File: src/verilog/macc_pkg.sv
package macc_pkg;

   // ****************************************
   // data widths.
   // ****************************************

   // one operand, two of them share a host word.
   typedef logic signed [15:0] operand_t;

   // accumulator and result word.
   typedef logic signed [31:0] acc_t;

   typedef logic [7:0]  loop_t;
   typedef logic [3:0]  delay_t;
   typedef logic [3:0]  tab_addr_t;

   // host bus.
   typedef logic [5:0]  bus_addr_t;
   typedef logic [31:0] bus_data_t;

   // op_msub loads the first product of a period and subtracts the rest.
   typedef enum logic {
      op_macc = 1'b0,
      op_msub = 1'b1
   } macc_op_e;

   // ****************************************
   // host register map.
   // ****************************************

   localparam bus_addr_t addr_opcode      = 6'd0;
   localparam bus_addr_t addr_iter        = 6'd1;
   localparam bus_addr_t addr_period      = 6'd2;
   localparam bus_addr_t addr_delay       = 6'd3;
   localparam bus_addr_t addr_start       = 6'd4;
   localparam bus_addr_t addr_status      = 6'd5;
   // 16 words each.
   localparam bus_addr_t addr_table_base  = 6'd16;
   localparam bus_addr_t addr_result_base = 6'd32;

endpackage

File: src/verilog/operand_table.sv
`timescale 1ns/100ps

module operand_table import macc_pkg::*; #(
   parameter int TABLE_DEPTH = 16
) (
   input  logic      clk,
   input  logic      rst,
   input  logic      tab_we,
   input  tab_addr_t tab_addr,
   input  bus_data_t tab_wdata,
   input  logic      run,
   input  logic      running,
   output operand_t  in0,
   output operand_t  in1
);

   // in0 in the low half, in1 in the high half.
   bus_data_t mem [TABLE_DEPTH];
   tab_addr_t rd_ptr;
   bus_data_t pair;

   // ****************************************
   // host write port.
   // ****************************************

   always_ff @(posedge clk) begin
      if (tab_we) mem[tab_addr] <= tab_wdata;
   end

   // ****************************************
   // stream read pointer.
   // ****************************************

   always_ff @(posedge clk or posedge rst) begin
      if (rst) begin
         rd_ptr <= '0;
      end else if (run) begin
         rd_ptr <= '0;
      end else if (running) begin
         // wraps at the table depth.
         if (rd_ptr == tab_addr_t'(TABLE_DEPTH - 1)) rd_ptr <= '0;
         else rd_ptr <= rd_ptr + 4'd1;
      end
   end

   assign pair = mem[rd_ptr];
   assign in0  = operand_t'(pair[15:0]);
   assign in1  = operand_t'(pair[31:16]);

endmodule

File: src/verilog/result_buffer.sv
`timescale 1ns/100ps

module result_buffer import macc_pkg::*; #(
   parameter int TABLE_DEPTH = 16
) (
   input  logic      clk,
   input  logic      rst,
   input  logic      run,
   input  logic      out_valid,
   input  acc_t      out0,
   input  tab_addr_t res_raddr,
   output acc_t      res_rdata,
   output loop_t     res_count
);

   acc_t mem [TABLE_DEPTH];
   logic full;

   assign full = (res_count >= TABLE_DEPTH);

   // ****************************************
   // result store.
   // ****************************************

   // a full buffer keeps the sums already stored.
   always_ff @(posedge clk) begin
      if (out_valid && !full) mem[tab_addr_t'(res_count)] <= out0;
   end

   always_ff @(posedge clk or posedge rst) begin
      if (rst) begin
         res_count <= '0;
      end else if (run) begin
         res_count <= '0;
      end else if (out_valid && !full) begin
         res_count <= res_count + 8'd1;
      end
   end

   // host read, no wait state.
   assign res_rdata = mem[res_raddr];

   // iter must not exceed the buffer depth.
   no_write_when_full: assert property (@(posedge clk) disable iff (rst)
      out_valid |-> !full);

endmodule

File: src/verilog/macc_unit.sv
`timescale 1ns/100ps

module macc_unit import macc_pkg::*; #(
   parameter int ACC_W = 32
) (
   input  logic     clk,
   input  logic     rst,
   input  logic     run,
   input  logic     running,
   input  macc_op_e opcode,
   input  loop_t    iter,
   input  loop_t    period,
   input  delay_t   delay0,
   input  operand_t in0,
   input  operand_t in1,
   output acc_t     out0,
   output logic     out_valid,
   output logic     done
);

   // operand and product registers sit ahead of the accumulator.
   localparam int FILL = 2;

   logic [4:0] delay_cnt;
   loop_t      period_cnt;
   loop_t      iter_cnt;
   logic       active;
   logic       last_tap;

   operand_t               in0_reg;
   operand_t               in1_reg;
   logic signed [ACC_W-1:0] prod;
   logic signed [ACC_W-1:0] acc;

   // a period of zero behaves like a period of one.
   assign last_tap = (period == '0) || (period_cnt == period - 8'd1);

   assign active = running && (delay_cnt == '0) && (iter_cnt != iter);

   // ****************************************
   // delay, period and iteration counters.
   // ****************************************

   always_ff @(posedge clk or posedge rst) begin
      if (rst) begin
         delay_cnt  <= '0;
         period_cnt <= '0;
         iter_cnt   <= '0;
         out_valid  <= 1'b0;
         done       <= 1'b0;
      end else if (run) begin
         delay_cnt  <= {1'b0, delay0} + 5'(FILL);
         period_cnt <= '0;
         iter_cnt   <= '0;
         out_valid  <= 1'b0;
         done       <= 1'b0;
      end else begin
         // the accumulator holds the finished sum one cycle after its last tap.
         out_valid <= active && last_tap;
         if (running) begin
            if (delay_cnt != '0) delay_cnt <= delay_cnt - 5'd1;
            if (active) begin
               if (last_tap) begin
                  period_cnt <= '0;
                  iter_cnt   <= iter_cnt + 8'd1;
               end else begin
                  period_cnt <= period_cnt + 8'd1;
               end
            end
            // with iter zero this fires while the delay still runs.
            if (iter_cnt == iter && !done) done <= 1'b1;
         end
      end
   end

   // ****************************************
   // datapath.
   // ****************************************

   always_ff @(posedge clk) begin
      if (running) begin
         in0_reg <= in0;
         in1_reg <= in1;
         prod    <= in0_reg * in1_reg;
         // reload on the first tap of every period.
         if (period_cnt == '0) begin
            acc <= prod;
         end else if (opcode == op_macc) begin
            acc <= acc + prod;
         end else begin
            acc <= acc - prod;
         end
      end
   end

   assign out0 = acc_t'(acc);

   valid_while_running: assert property (@(posedge clk) disable iff (rst)
      out_valid |-> running);

   done_held_until_run: assert property (@(posedge clk) disable iff (rst)
      $fell(done) |-> $past(run));

endmodule

File: src/verilog/macc_regs.sv
`timescale 1ns/100ps

module macc_regs import macc_pkg::*; #(
   parameter int TABLE_DEPTH = 16
) (
   input  logic      clk,
   input  logic      rst,
   input  logic      host_req,
   input  logic      host_we,
   input  bus_addr_t host_addr,
   input  bus_data_t host_wdata,
   output logic      host_ack,
   output bus_data_t host_rdata,
   output logic      tab_we,
   output tab_addr_t tab_addr,
   output bus_data_t tab_wdata,
   output tab_addr_t res_raddr,
   input  acc_t      res_rdata,
   input  loop_t     res_count,
   output macc_op_e  opcode,
   output loop_t     iter,
   output loop_t     period,
   output delay_t    delay0,
   output logic      run,
   output logic      busy,
   input  logic      done
);

   typedef enum logic [1:0] {
      st_idle,
      st_ack,
      st_wait
   } hs_state_e;

   hs_state_e state;
   logic      access;
   logic      tab_hit;
   logic      res_hit;
   bus_data_t read_word;

   // a request is taken only in idle, once per handshake.
   assign access = (state == st_idle) && host_req;

   assign tab_hit = (host_addr >= addr_table_base) &&
                    (host_addr < addr_table_base + TABLE_DEPTH);
   assign res_hit = (host_addr >= addr_result_base) &&
                    (host_addr < addr_result_base + TABLE_DEPTH);

   assign res_raddr = host_addr[3:0];

   // ack is high for the whole time the FSM is away from idle.
   assign host_ack = (state != st_idle);

   // ****************************************
   // four-phase handshake.
   // ****************************************

   always_ff @(posedge clk or posedge rst) begin
      if (rst) begin
         state <= st_idle;
      end else begin
         case (state)
            st_idle: if (host_req) state <= st_ack;
            st_ack:  state <= st_wait;
            st_wait: if (!host_req) state <= st_idle;
            default: state <= st_idle;
         endcase
      end
   end

   // read mux.
   always_comb begin
      read_word = '0;
      if (res_hit) begin
         read_word = res_rdata;
      end else begin
         case (host_addr)
            addr_opcode: read_word = {31'h0, opcode};
            addr_iter:   read_word = {24'h0, iter};
            addr_period: read_word = {24'h0, period};
            addr_delay:  read_word = {28'h0, delay0};
            addr_status: read_word = {16'h0, res_count, 6'h0, done, busy};
            default:     read_word = '0;
         endcase
      end
   end

   always_ff @(posedge clk) begin
      if (access && !host_we) host_rdata <= read_word;
      if (access) begin
         tab_addr  <= host_addr[3:0];
         tab_wdata <= host_wdata;
      end
   end

   // ****************************************
   // configuration and run control.
   // ****************************************

   always_ff @(posedge clk or posedge rst) begin
      if (rst) begin
         opcode <= op_macc;
         iter   <= '0;
         period <= '0;
         delay0 <= '0;
         tab_we <= 1'b0;
         run    <= 1'b0;
         busy   <= 1'b0;
      end else begin
         tab_we <= access && host_we && tab_hit && !busy;
         run    <= access && host_we && (host_addr == addr_start) && !busy;
         if (access && host_we) begin
            case (host_addr)
               addr_opcode: opcode <= macc_op_e'(host_wdata[0]);
               addr_iter:   iter   <= host_wdata[7:0];
               addr_period: period <= host_wdata[7:0];
               addr_delay:  delay0 <= host_wdata[3:0];
               default: ;
            endcase
         end
         // run wins over a done left over from the previous job.
         if (run) busy <= 1'b1;
         else if (done) busy <= 1'b0;
      end
   end

   ack_needs_req: assert property (@(posedge clk) disable iff (rst)
      $rose(host_ack) |-> $past(host_req));

endmodule

File: src/verilog/macc_top.sv
`timescale 1ns/100ps

module macc_top import macc_pkg::*; (
   input  logic      clk,
   input  logic      rst,
   input  logic      host_req,
   input  logic      host_we,
   input  bus_addr_t host_addr,
   input  bus_data_t host_wdata,
   output logic      host_ack,
   output bus_data_t host_rdata,
   output logic      busy
);

   localparam int TABLE_DEPTH = 16;
   localparam int ACC_W       = 32;

   logic      tab_we;
   tab_addr_t tab_addr;
   bus_data_t tab_wdata;
   tab_addr_t res_raddr;
   acc_t      res_rdata;
   loop_t     res_count;
   macc_op_e  opcode;
   loop_t     iter;
   loop_t     period;
   delay_t    delay0;
   logic      run;
   logic      done;
   operand_t  in0;
   operand_t  in1;
   acc_t      out0;
   logic      out_valid;

   // ****************************************
   // host side.
   // ****************************************

   macc_regs #(.TABLE_DEPTH(TABLE_DEPTH)) u_regs (
      .clk(clk), .rst(rst),
      .host_req(host_req), .host_we(host_we), .host_addr(host_addr),
      .host_wdata(host_wdata), .host_ack(host_ack), .host_rdata(host_rdata),
      .tab_we(tab_we), .tab_addr(tab_addr), .tab_wdata(tab_wdata),
      .res_raddr(res_raddr), .res_rdata(res_rdata), .res_count(res_count),
      .opcode(opcode), .iter(iter), .period(period), .delay0(delay0),
      .run(run), .busy(busy), .done(done)
   );

   // ****************************************
   // engine, busy doubles as running.
   // ****************************************

   operand_table #(.TABLE_DEPTH(TABLE_DEPTH)) u_table (
      .clk(clk), .rst(rst),
      .tab_we(tab_we), .tab_addr(tab_addr), .tab_wdata(tab_wdata),
      .run(run), .running(busy), .in0(in0), .in1(in1)
   );

   macc_unit #(.ACC_W(ACC_W)) u_unit (
      .clk(clk), .rst(rst), .run(run), .running(busy),
      .opcode(opcode), .iter(iter), .period(period), .delay0(delay0),
      .in0(in0), .in1(in1), .out0(out0), .out_valid(out_valid), .done(done)
   );

   result_buffer #(.TABLE_DEPTH(TABLE_DEPTH)) u_results (
      .clk(clk), .rst(rst), .run(run),
      .out_valid(out_valid), .out0(out0),
      .res_raddr(res_raddr), .res_rdata(res_rdata), .res_count(res_count)
   );

endmodule

File: config.mk
export PLATFORM = sky130hd
export DESIGN_NAME = macc_top
export DESIGN_NICKNAME = d
export VERILOG_FILES = /design/src/verilog/macc_pkg.sv /design/src/verilog/operand_table.sv /design/src/verilog/result_buffer.sv /design/src/verilog/macc_unit.sv /design/src/verilog/macc_regs.sv /design/src/verilog/macc_top.sv
export SDC_FILE = /design/constraint.sdc
export NUM_CORES = 2
export LEC_CHECK = 0
export CORE_UTILIZATION = 35
export CTS_CLUSTER_SIZE = 24
export DETAILED_ROUTE_END_ITERATION = 10
export DONT_BUFFER_PORTS = 1
export GPL_ROUTABILITY_DRIVEN = 0
export PLACE_DENSITY = 0.61
export SETUP_SLACK_MARGIN = 0.15
export SKIP_LAST_GASP = 1
export SYNTH_ARGS = -nofsm -noshare
export SYNTH_HDL_FRONTEND = slang
export SYNTH_SLANG_ARGS = --single-unit
export TNS_END_PERCENT = 1
File: constraint.sdc
create_clock -name clk -period 6.7 [get_ports clk]
set_clock_uncertainty 0.1 [all_clocks]
set_input_delay 0 -clock clk [delete_from_list [all_inputs] [get_ports clk]]
set_output_delay 0 -clock clk [all_outputs]
set_load 0.03 [all_outputs]
Word level (Yosys, flattened, before mapping)

Memory sizes are Yosys's and may differ from the RTL's. A register that Yosys moved wholly into a read port is not among the register bits.
Cells that the tools add are included.

Memories kept: 2
Input bits: 42
Output and inout bits: 34
Word-level logic and storage cells: 125
Register bits after elaboration: 193
Memory bits (writable): 1,024

Add/subtract/negate cells: 9
Equality and inequality tests: 13
Multipliers: 1
Mux-type cells: 33
$lt $le $gt $ge: 5
Reduce and logical (&&, ||, !) cells: 42

Memories:

| memory        | words | width | read ports | clocked after Yosys merged registers in | wr ports | RTL line            | RTL |
|---|---|---|---|---|---|---|---|
| u_results.mem | 16    | 32    | 1          | 0                                       | 1        | result_buffer.sv:16 | `acc_t mem [TABLE_DEPTH];` |
| u_table.mem   | 16    | 32    | 1          | 1                                       | 1        | operand_table.sv:18 | `bus_data_t mem [TABLE_DEPTH];` |

Operators by type and width:

| cell                                                                   | count |
|---|---|
| 32-bit 2-to-1 mux                                                      | 3 |
| 8-bit 2-to-1 mux                                                       | 10 |
| 16-bit one-hot mux with 5 select lines                                 | 1 |
| 32-bit adder                                                           | 1 |
| 16-bit by 16-bit multiplier with 32-bit output                         | 1 |
| 32-bit subtractor                                                      | 1 |
| 8-bit by 1-bit adder with 8-bit output (second input constant)         | 3 |
| 8-bit == test                                                          | 2 |
| 8-bit logical NOT                                                      | 2 |
| 2-bit AND reduction                                                    | 8 |
| 2-bit nonzero test                                                     | 8 |
| 5-bit 2-to-1 mux                                                       | 3 |
| 1-bit logical AND                                                      | 14 |
| 6-bit by 2-bit == test with 1-bit output (second input constant)       | 2 |
| 6-bit by 3-bit == test with 1-bit output (second input constant)       | 2 |
| 6-bit < comparator (second input constant)                             | 2 |
| 4-bit 2-to-1 mux                                                       | 3 |
| 1-bit 2-to-1 mux                                                       | 10 |
| 8-bit by 5-bit >= comparator with 1-bit output (second input constant) | 1 |
| 8-bit inequality test                                                  | 1 |
| 8-bit by 1-bit subtractor with 8-bit output (second input constant)    | 1 |
| 6-bit by 1-bit == test with 1-bit output (second input constant)       | 1 |
| 6-bit by 5-bit >= comparator with 1-bit output (second input constant) | 1 |
| 6-bit >= comparator (second input constant)                            | 1 |
| 16 further kinds                                                       | 21 |

Logic depth before layout (Yosys ltp)

Depth in word-level cells: 7
Mapped depth: 23

Modules after synthesis

A second synthesis with hierarchy kept.

Cells, all modules: 3,603
Area total of the unflattened synthesis: 59,251.8 µm²

Modules (own cells, without submodules):

| module        | cells each | area each (µm²) | times used |
|---|---|---|---|
| result_buffer | 847        | 19,575.0        | 1 |
| operand_table | 827        | 19,428.6        | 1 |
| macc_unit     | 1,727      | 16,712.3        | 1 |
| macc_regs     | 202        | 3,535.9         | 1 |

Worst setup path after synthesis

Ideal clock, no wire load.

Path type: reg2reg
Start point: register u_unit.in0_reg[15], read port of u_table.mem
End point: register u_unit.prod[31], data pin
Stages on the path, launching flop included: 22
Clock period less this slack: 6.215 ns
Data required time: 6.332 ns
Slack: 0.485 ns
Path buffers: 2
Library setup time: 0.268 ns
Data arrival time: 5.847 ns
Cells stage by stage: edfxtp_1 > clkbuf_1 > nand2_1 > inv_1 > fa_1 > fa_1 > fa_1 > fa_1 > fa_1 > inv_1 > fa_1 > inv_1 > ha_1 > clkbuf_1 > nand3_1 > nor2_1 > a31oi_1 > nand2_1 > o41a_1 > a41o_1 > o41ai_1 > xnor2_1

Longest elaborated chain between the ends: 1

Ends and longest elaborated chain:

| what                                           | RTL line        | RTL |
|---|---|---|
| start, declared                                | macc_unit.sv:30 | `operand_t in0_reg;` |
| 16-bit by 16-bit multiplier with 32-bit output | macc_unit.sv:84 | `prod <= in0_reg * in1_reg;` |
| end signal, assigned                           | macc_unit.sv:84 |  |
| end, declared                                  | macc_unit.sv:32 | `logic signed [ACC_W-1:0] prod;` |

No other way between the ends.
A chain may end at the register's enable or synchronous reset.

Worst setup path in the final report

Start point: register u_unit.in1_reg[4], read port of u_table.mem
End point: register u_unit.prod[26], data pin

Longest elaborated chain between the ends: 1

Ends and longest elaborated chain:

| what                                           | RTL line        | RTL |
|---|---|---|
| start, declared                                | macc_unit.sv:31 | `operand_t in1_reg;` |
| 16-bit by 16-bit multiplier with 32-bit output | macc_unit.sv:84 |  |

No other way between the ends.

==> impl_metrics.ini <==
[status]
status = finished clean

[sta]
hold_violations = 0
drv_slew = 0
worst_pin_slew_ps = 1030
final.min_clock_period_ps = 6340
fmax_mhz = 158
finalSetupViolations = 0
slew_headroom = 0.312
rsz0062_at_grt = true
timing.final.ws_setup_ps = 358
setup-tns-final_ps = 0
period_share = 0.947

[clock_network]
clockBufferDepth = 3
cts_max_level = 3
root_buffer = clkbuf_16
clock_sinks = 1249
insertion_delay_ps = 760
cts_buffers = 121
cts_tree = yes
path_clk_slew_ps = 70

[drt]
vias = 30400
wl_per_cell_um = 22.5
post-route-drc-count = 0
ant_nets = 0
vias_per_cell = 5.09
dr.first_iter.drc_count = 2470
drt_wl_total_um = 134000
first_pass_iters = 6

[logic_synthesis]
synth-async-reset-ratio = 0.0488
synth_warnings = 0
yosysMostFrequentCell = edfxtp_1
synth_nets = 3928
ys_top_cells_by_count = 1188 x edfxtp_1, 355 x inv_1, 321 x mux4_2
synth_cells = 3496
synth.area.top_cells = edfxtp_1 60%, mux4_2 12%, fa_1 8.9%, ha_1 2.7%, dfrtp_1 2.6%
synth-main-ff-cell = edfxtp_1
synth_top_area_cell = edfxtp_1
syn-cell-area_um2 = 59400
synth_seq_cells = 1249
synth_edf_count = 1188
synth_top_area_frac = 0.600
synth.avg_cell_area_um2 = 17.0
ys_types = 71
yosysSeqAreaShare = 0.626

[setup_path]
worst-path-max-fanout = 8
start_kind = flip-flop
critPathBufInv = 4
critPathSlowestCell = fa_1
critPathMaxStageDelay_ps = 550
crit_arrival_ps = 6740
critPathCaptureType = flip-flop
critPathRequiredTime_ps = 7100
cp_common_cell = fa_1
crit_chain = and2_1 > fa_1 > inv_1 > fa_1 > fa_1 > fa_1 > inv_1 > fa_1 > inv_1 > fa_1 > inv_1 > ha_1 > a21o_1 > a21o_1 > a21oi_1 > o21ai_0 > o21a_1 > or3_1 > a31o_2 > xor2_1
crit_type = reg2reg
crit_family = adder cells

[placed_design]
place_area_um2 = 62500
dp_hpwl_um = 78800
dp.cells = 5633
io_buffers = 0
post-place-ws_ps = 201

[floorplanning]
die_area_um2 = 171000
core_area_um2 = 168000
initial_core_util = 0.354
pin_count = 76
die_w_um = 414
die_height_um = 414
rows = 150

[power]
clock_power_share = 0.339
switching_share = 0.268
ir_drop_uv = 330
power_density_nw_per_um2 = 304
p_comb_frac = 0.206
cellLeakagePower_nw = 23.7
intPower_w = 0.0151
power_switching_w = 0.00552
power_w = 0.0206
p_seq_frac = 0.455

[global_routing]
grt_overflow_total = 0
grt_max_degree = 114
track_usage = 0.157
antenna_found_initial = 3
grt_pass1_wl_um = 203000
grt_pass1_vias = 31700

[layout]
reg_top3 = u_results.mem x512, u_table.mem x512
finalNetCount = 4096
drive_above_1_share = 0.183
final_cells = 5974
final_cell_area_um2 = 67700
syn_to_final_growth_pct = 14.0

[worst_hold_path]
hold_path_class = in2reg

[job]
cap_violations = 0
[cells in the final DEF (no fill, tap or decap), types with 24 or more instances in the layout]
| cell type | Yosys | final |
|---|---|---|
| mux2_2 | 26 | 26 |
| nor2_4 | 0 | 24 |
| ha_1 | 127 | 127 |
| and2_1 | 129 | 129 |
| mux4_2 | 321 | 321 |
| buf_4 | 0 | 89 |
| clkbuf_16 | 0 | 121 |
| dfrtp_1 | 61 | 56 |
| xor2_1 | 47 | 47 |
| fa_1 | 263 | 262 |
| a21oi_1 | 78 | 78 |
| xnor2_1 | 76 | 76 |
| a21o_1 | 25 | 25 |
| inv_1 | 355 | 354 |
| nand2_1 | 194 | 194 |
| edfxtp_1 | 1188 | 1188 |
| o21ai_0 | 56 | 55 |
| clkinv_1 | 0 | 31 |
| dlygate4sd3_1 | 0 | 88 |
| nor2_1 | 125 | 101 |
[stage by stage]
| step | hold WS (ps) | utilization |
|---|---|---|
| floorplan | -29.1 | - |
| global placement | -23.8 | 0.372 |
| detailed placement | -23.2 | 0.372 |
| CTS | 1.27 | 0.403 |
| global route | 16.2 | 0.404 |
| finish | 45.2 | 0.404 |
[area by class of cell]
type | count | area (um^2)
clock inverters | 85 | 957
inverters | 355 | 1330
repair buffers | 187 | 1760
clock buffers | 143 | 3110
fillers | 15200 | 100000
well taps | 2204 | 2760
diodes | 1 | 2.50
multi-input cells | 1750 | 20600
flip-flops and latches | 1249 | 37200
[tightest hold or removal path, stage by stage]
cell and delay [ps]:
mux4_2 170, mux4_2 230, nor2b_1 300
[power groups by stage]
stage	registers, W	logic [W]	clock network [W]
floorplan	0.00929	0.00343	0
global placement	0.00952	0.00412	0
detailed placement	0.00953	0.00416	0
CTS	0.00937	0.00429	0.00712
global route	0.00940	0.00475	0.00741
finish	0.00936	0.00424	0.00698
[layer usage]
metal | global-route usage | wire, um | vias to the layer above | share of wire
met4 | 0.0366 | 2570 | 0 | 0.019
met5 | 0 | 0 | - | 0
met1 | 0.214 | 59300 | 16000 | 0.44
li1 | - | - | 13400 | -
met3 | 0.0224 | 6250 | 183 | 0.047
met2 | 0.265 | 66200 | 808 | 0.49
[path summary, 6_finish.rpt]
path	depth (start not counted)	to	slack, ps	startpoint
setup reg to reg	20	u_unit.prod[26]	360	u_unit.in1_reg[4]
hold reg to reg	2	u_unit.delay_cnt[0]	400	u_regs.delay0[0]
min in group asynchronous	4	u_regs.period[0]	400	rst
hold / removal	3	u_regs.host_rdata[17]	50	host_addr[1]
max in group asynchronous	4	u_table.rd_ptr[0]	5430	rst
setup / recovery	20	u_unit.prod[26]	360	u_unit.in1_reg[4]
[cell families (layout without fill, tap and decap cells)]
family | count (synthesis) | in the layout | share of synthesized area
XOR/XNOR | 124 | 124 | 0.0184
buffers and inverters | 497 | 770 | 0.0315
AO/OA/AOI/OAI | 261 | 261 | 0.0284
flip-flops | 1249 | 1249 | 0.626
adder cells (fa/ha/maj) | 390 | 390 | 0.115
other | 0 | 1 | 0
AND/OR/NAND/NOR | 622 | 622 | 0.0525
multiplexers | 353 | 353 | 0.128
[repair_timing]
item	CTS	global route
resized for setup	0	4
setup endpoints to repair	0	7
buffers inserted	0	18
hold buffers	94	0
endpoints found under the hold margin	222	0
Power figures use the tool's default switching activity.
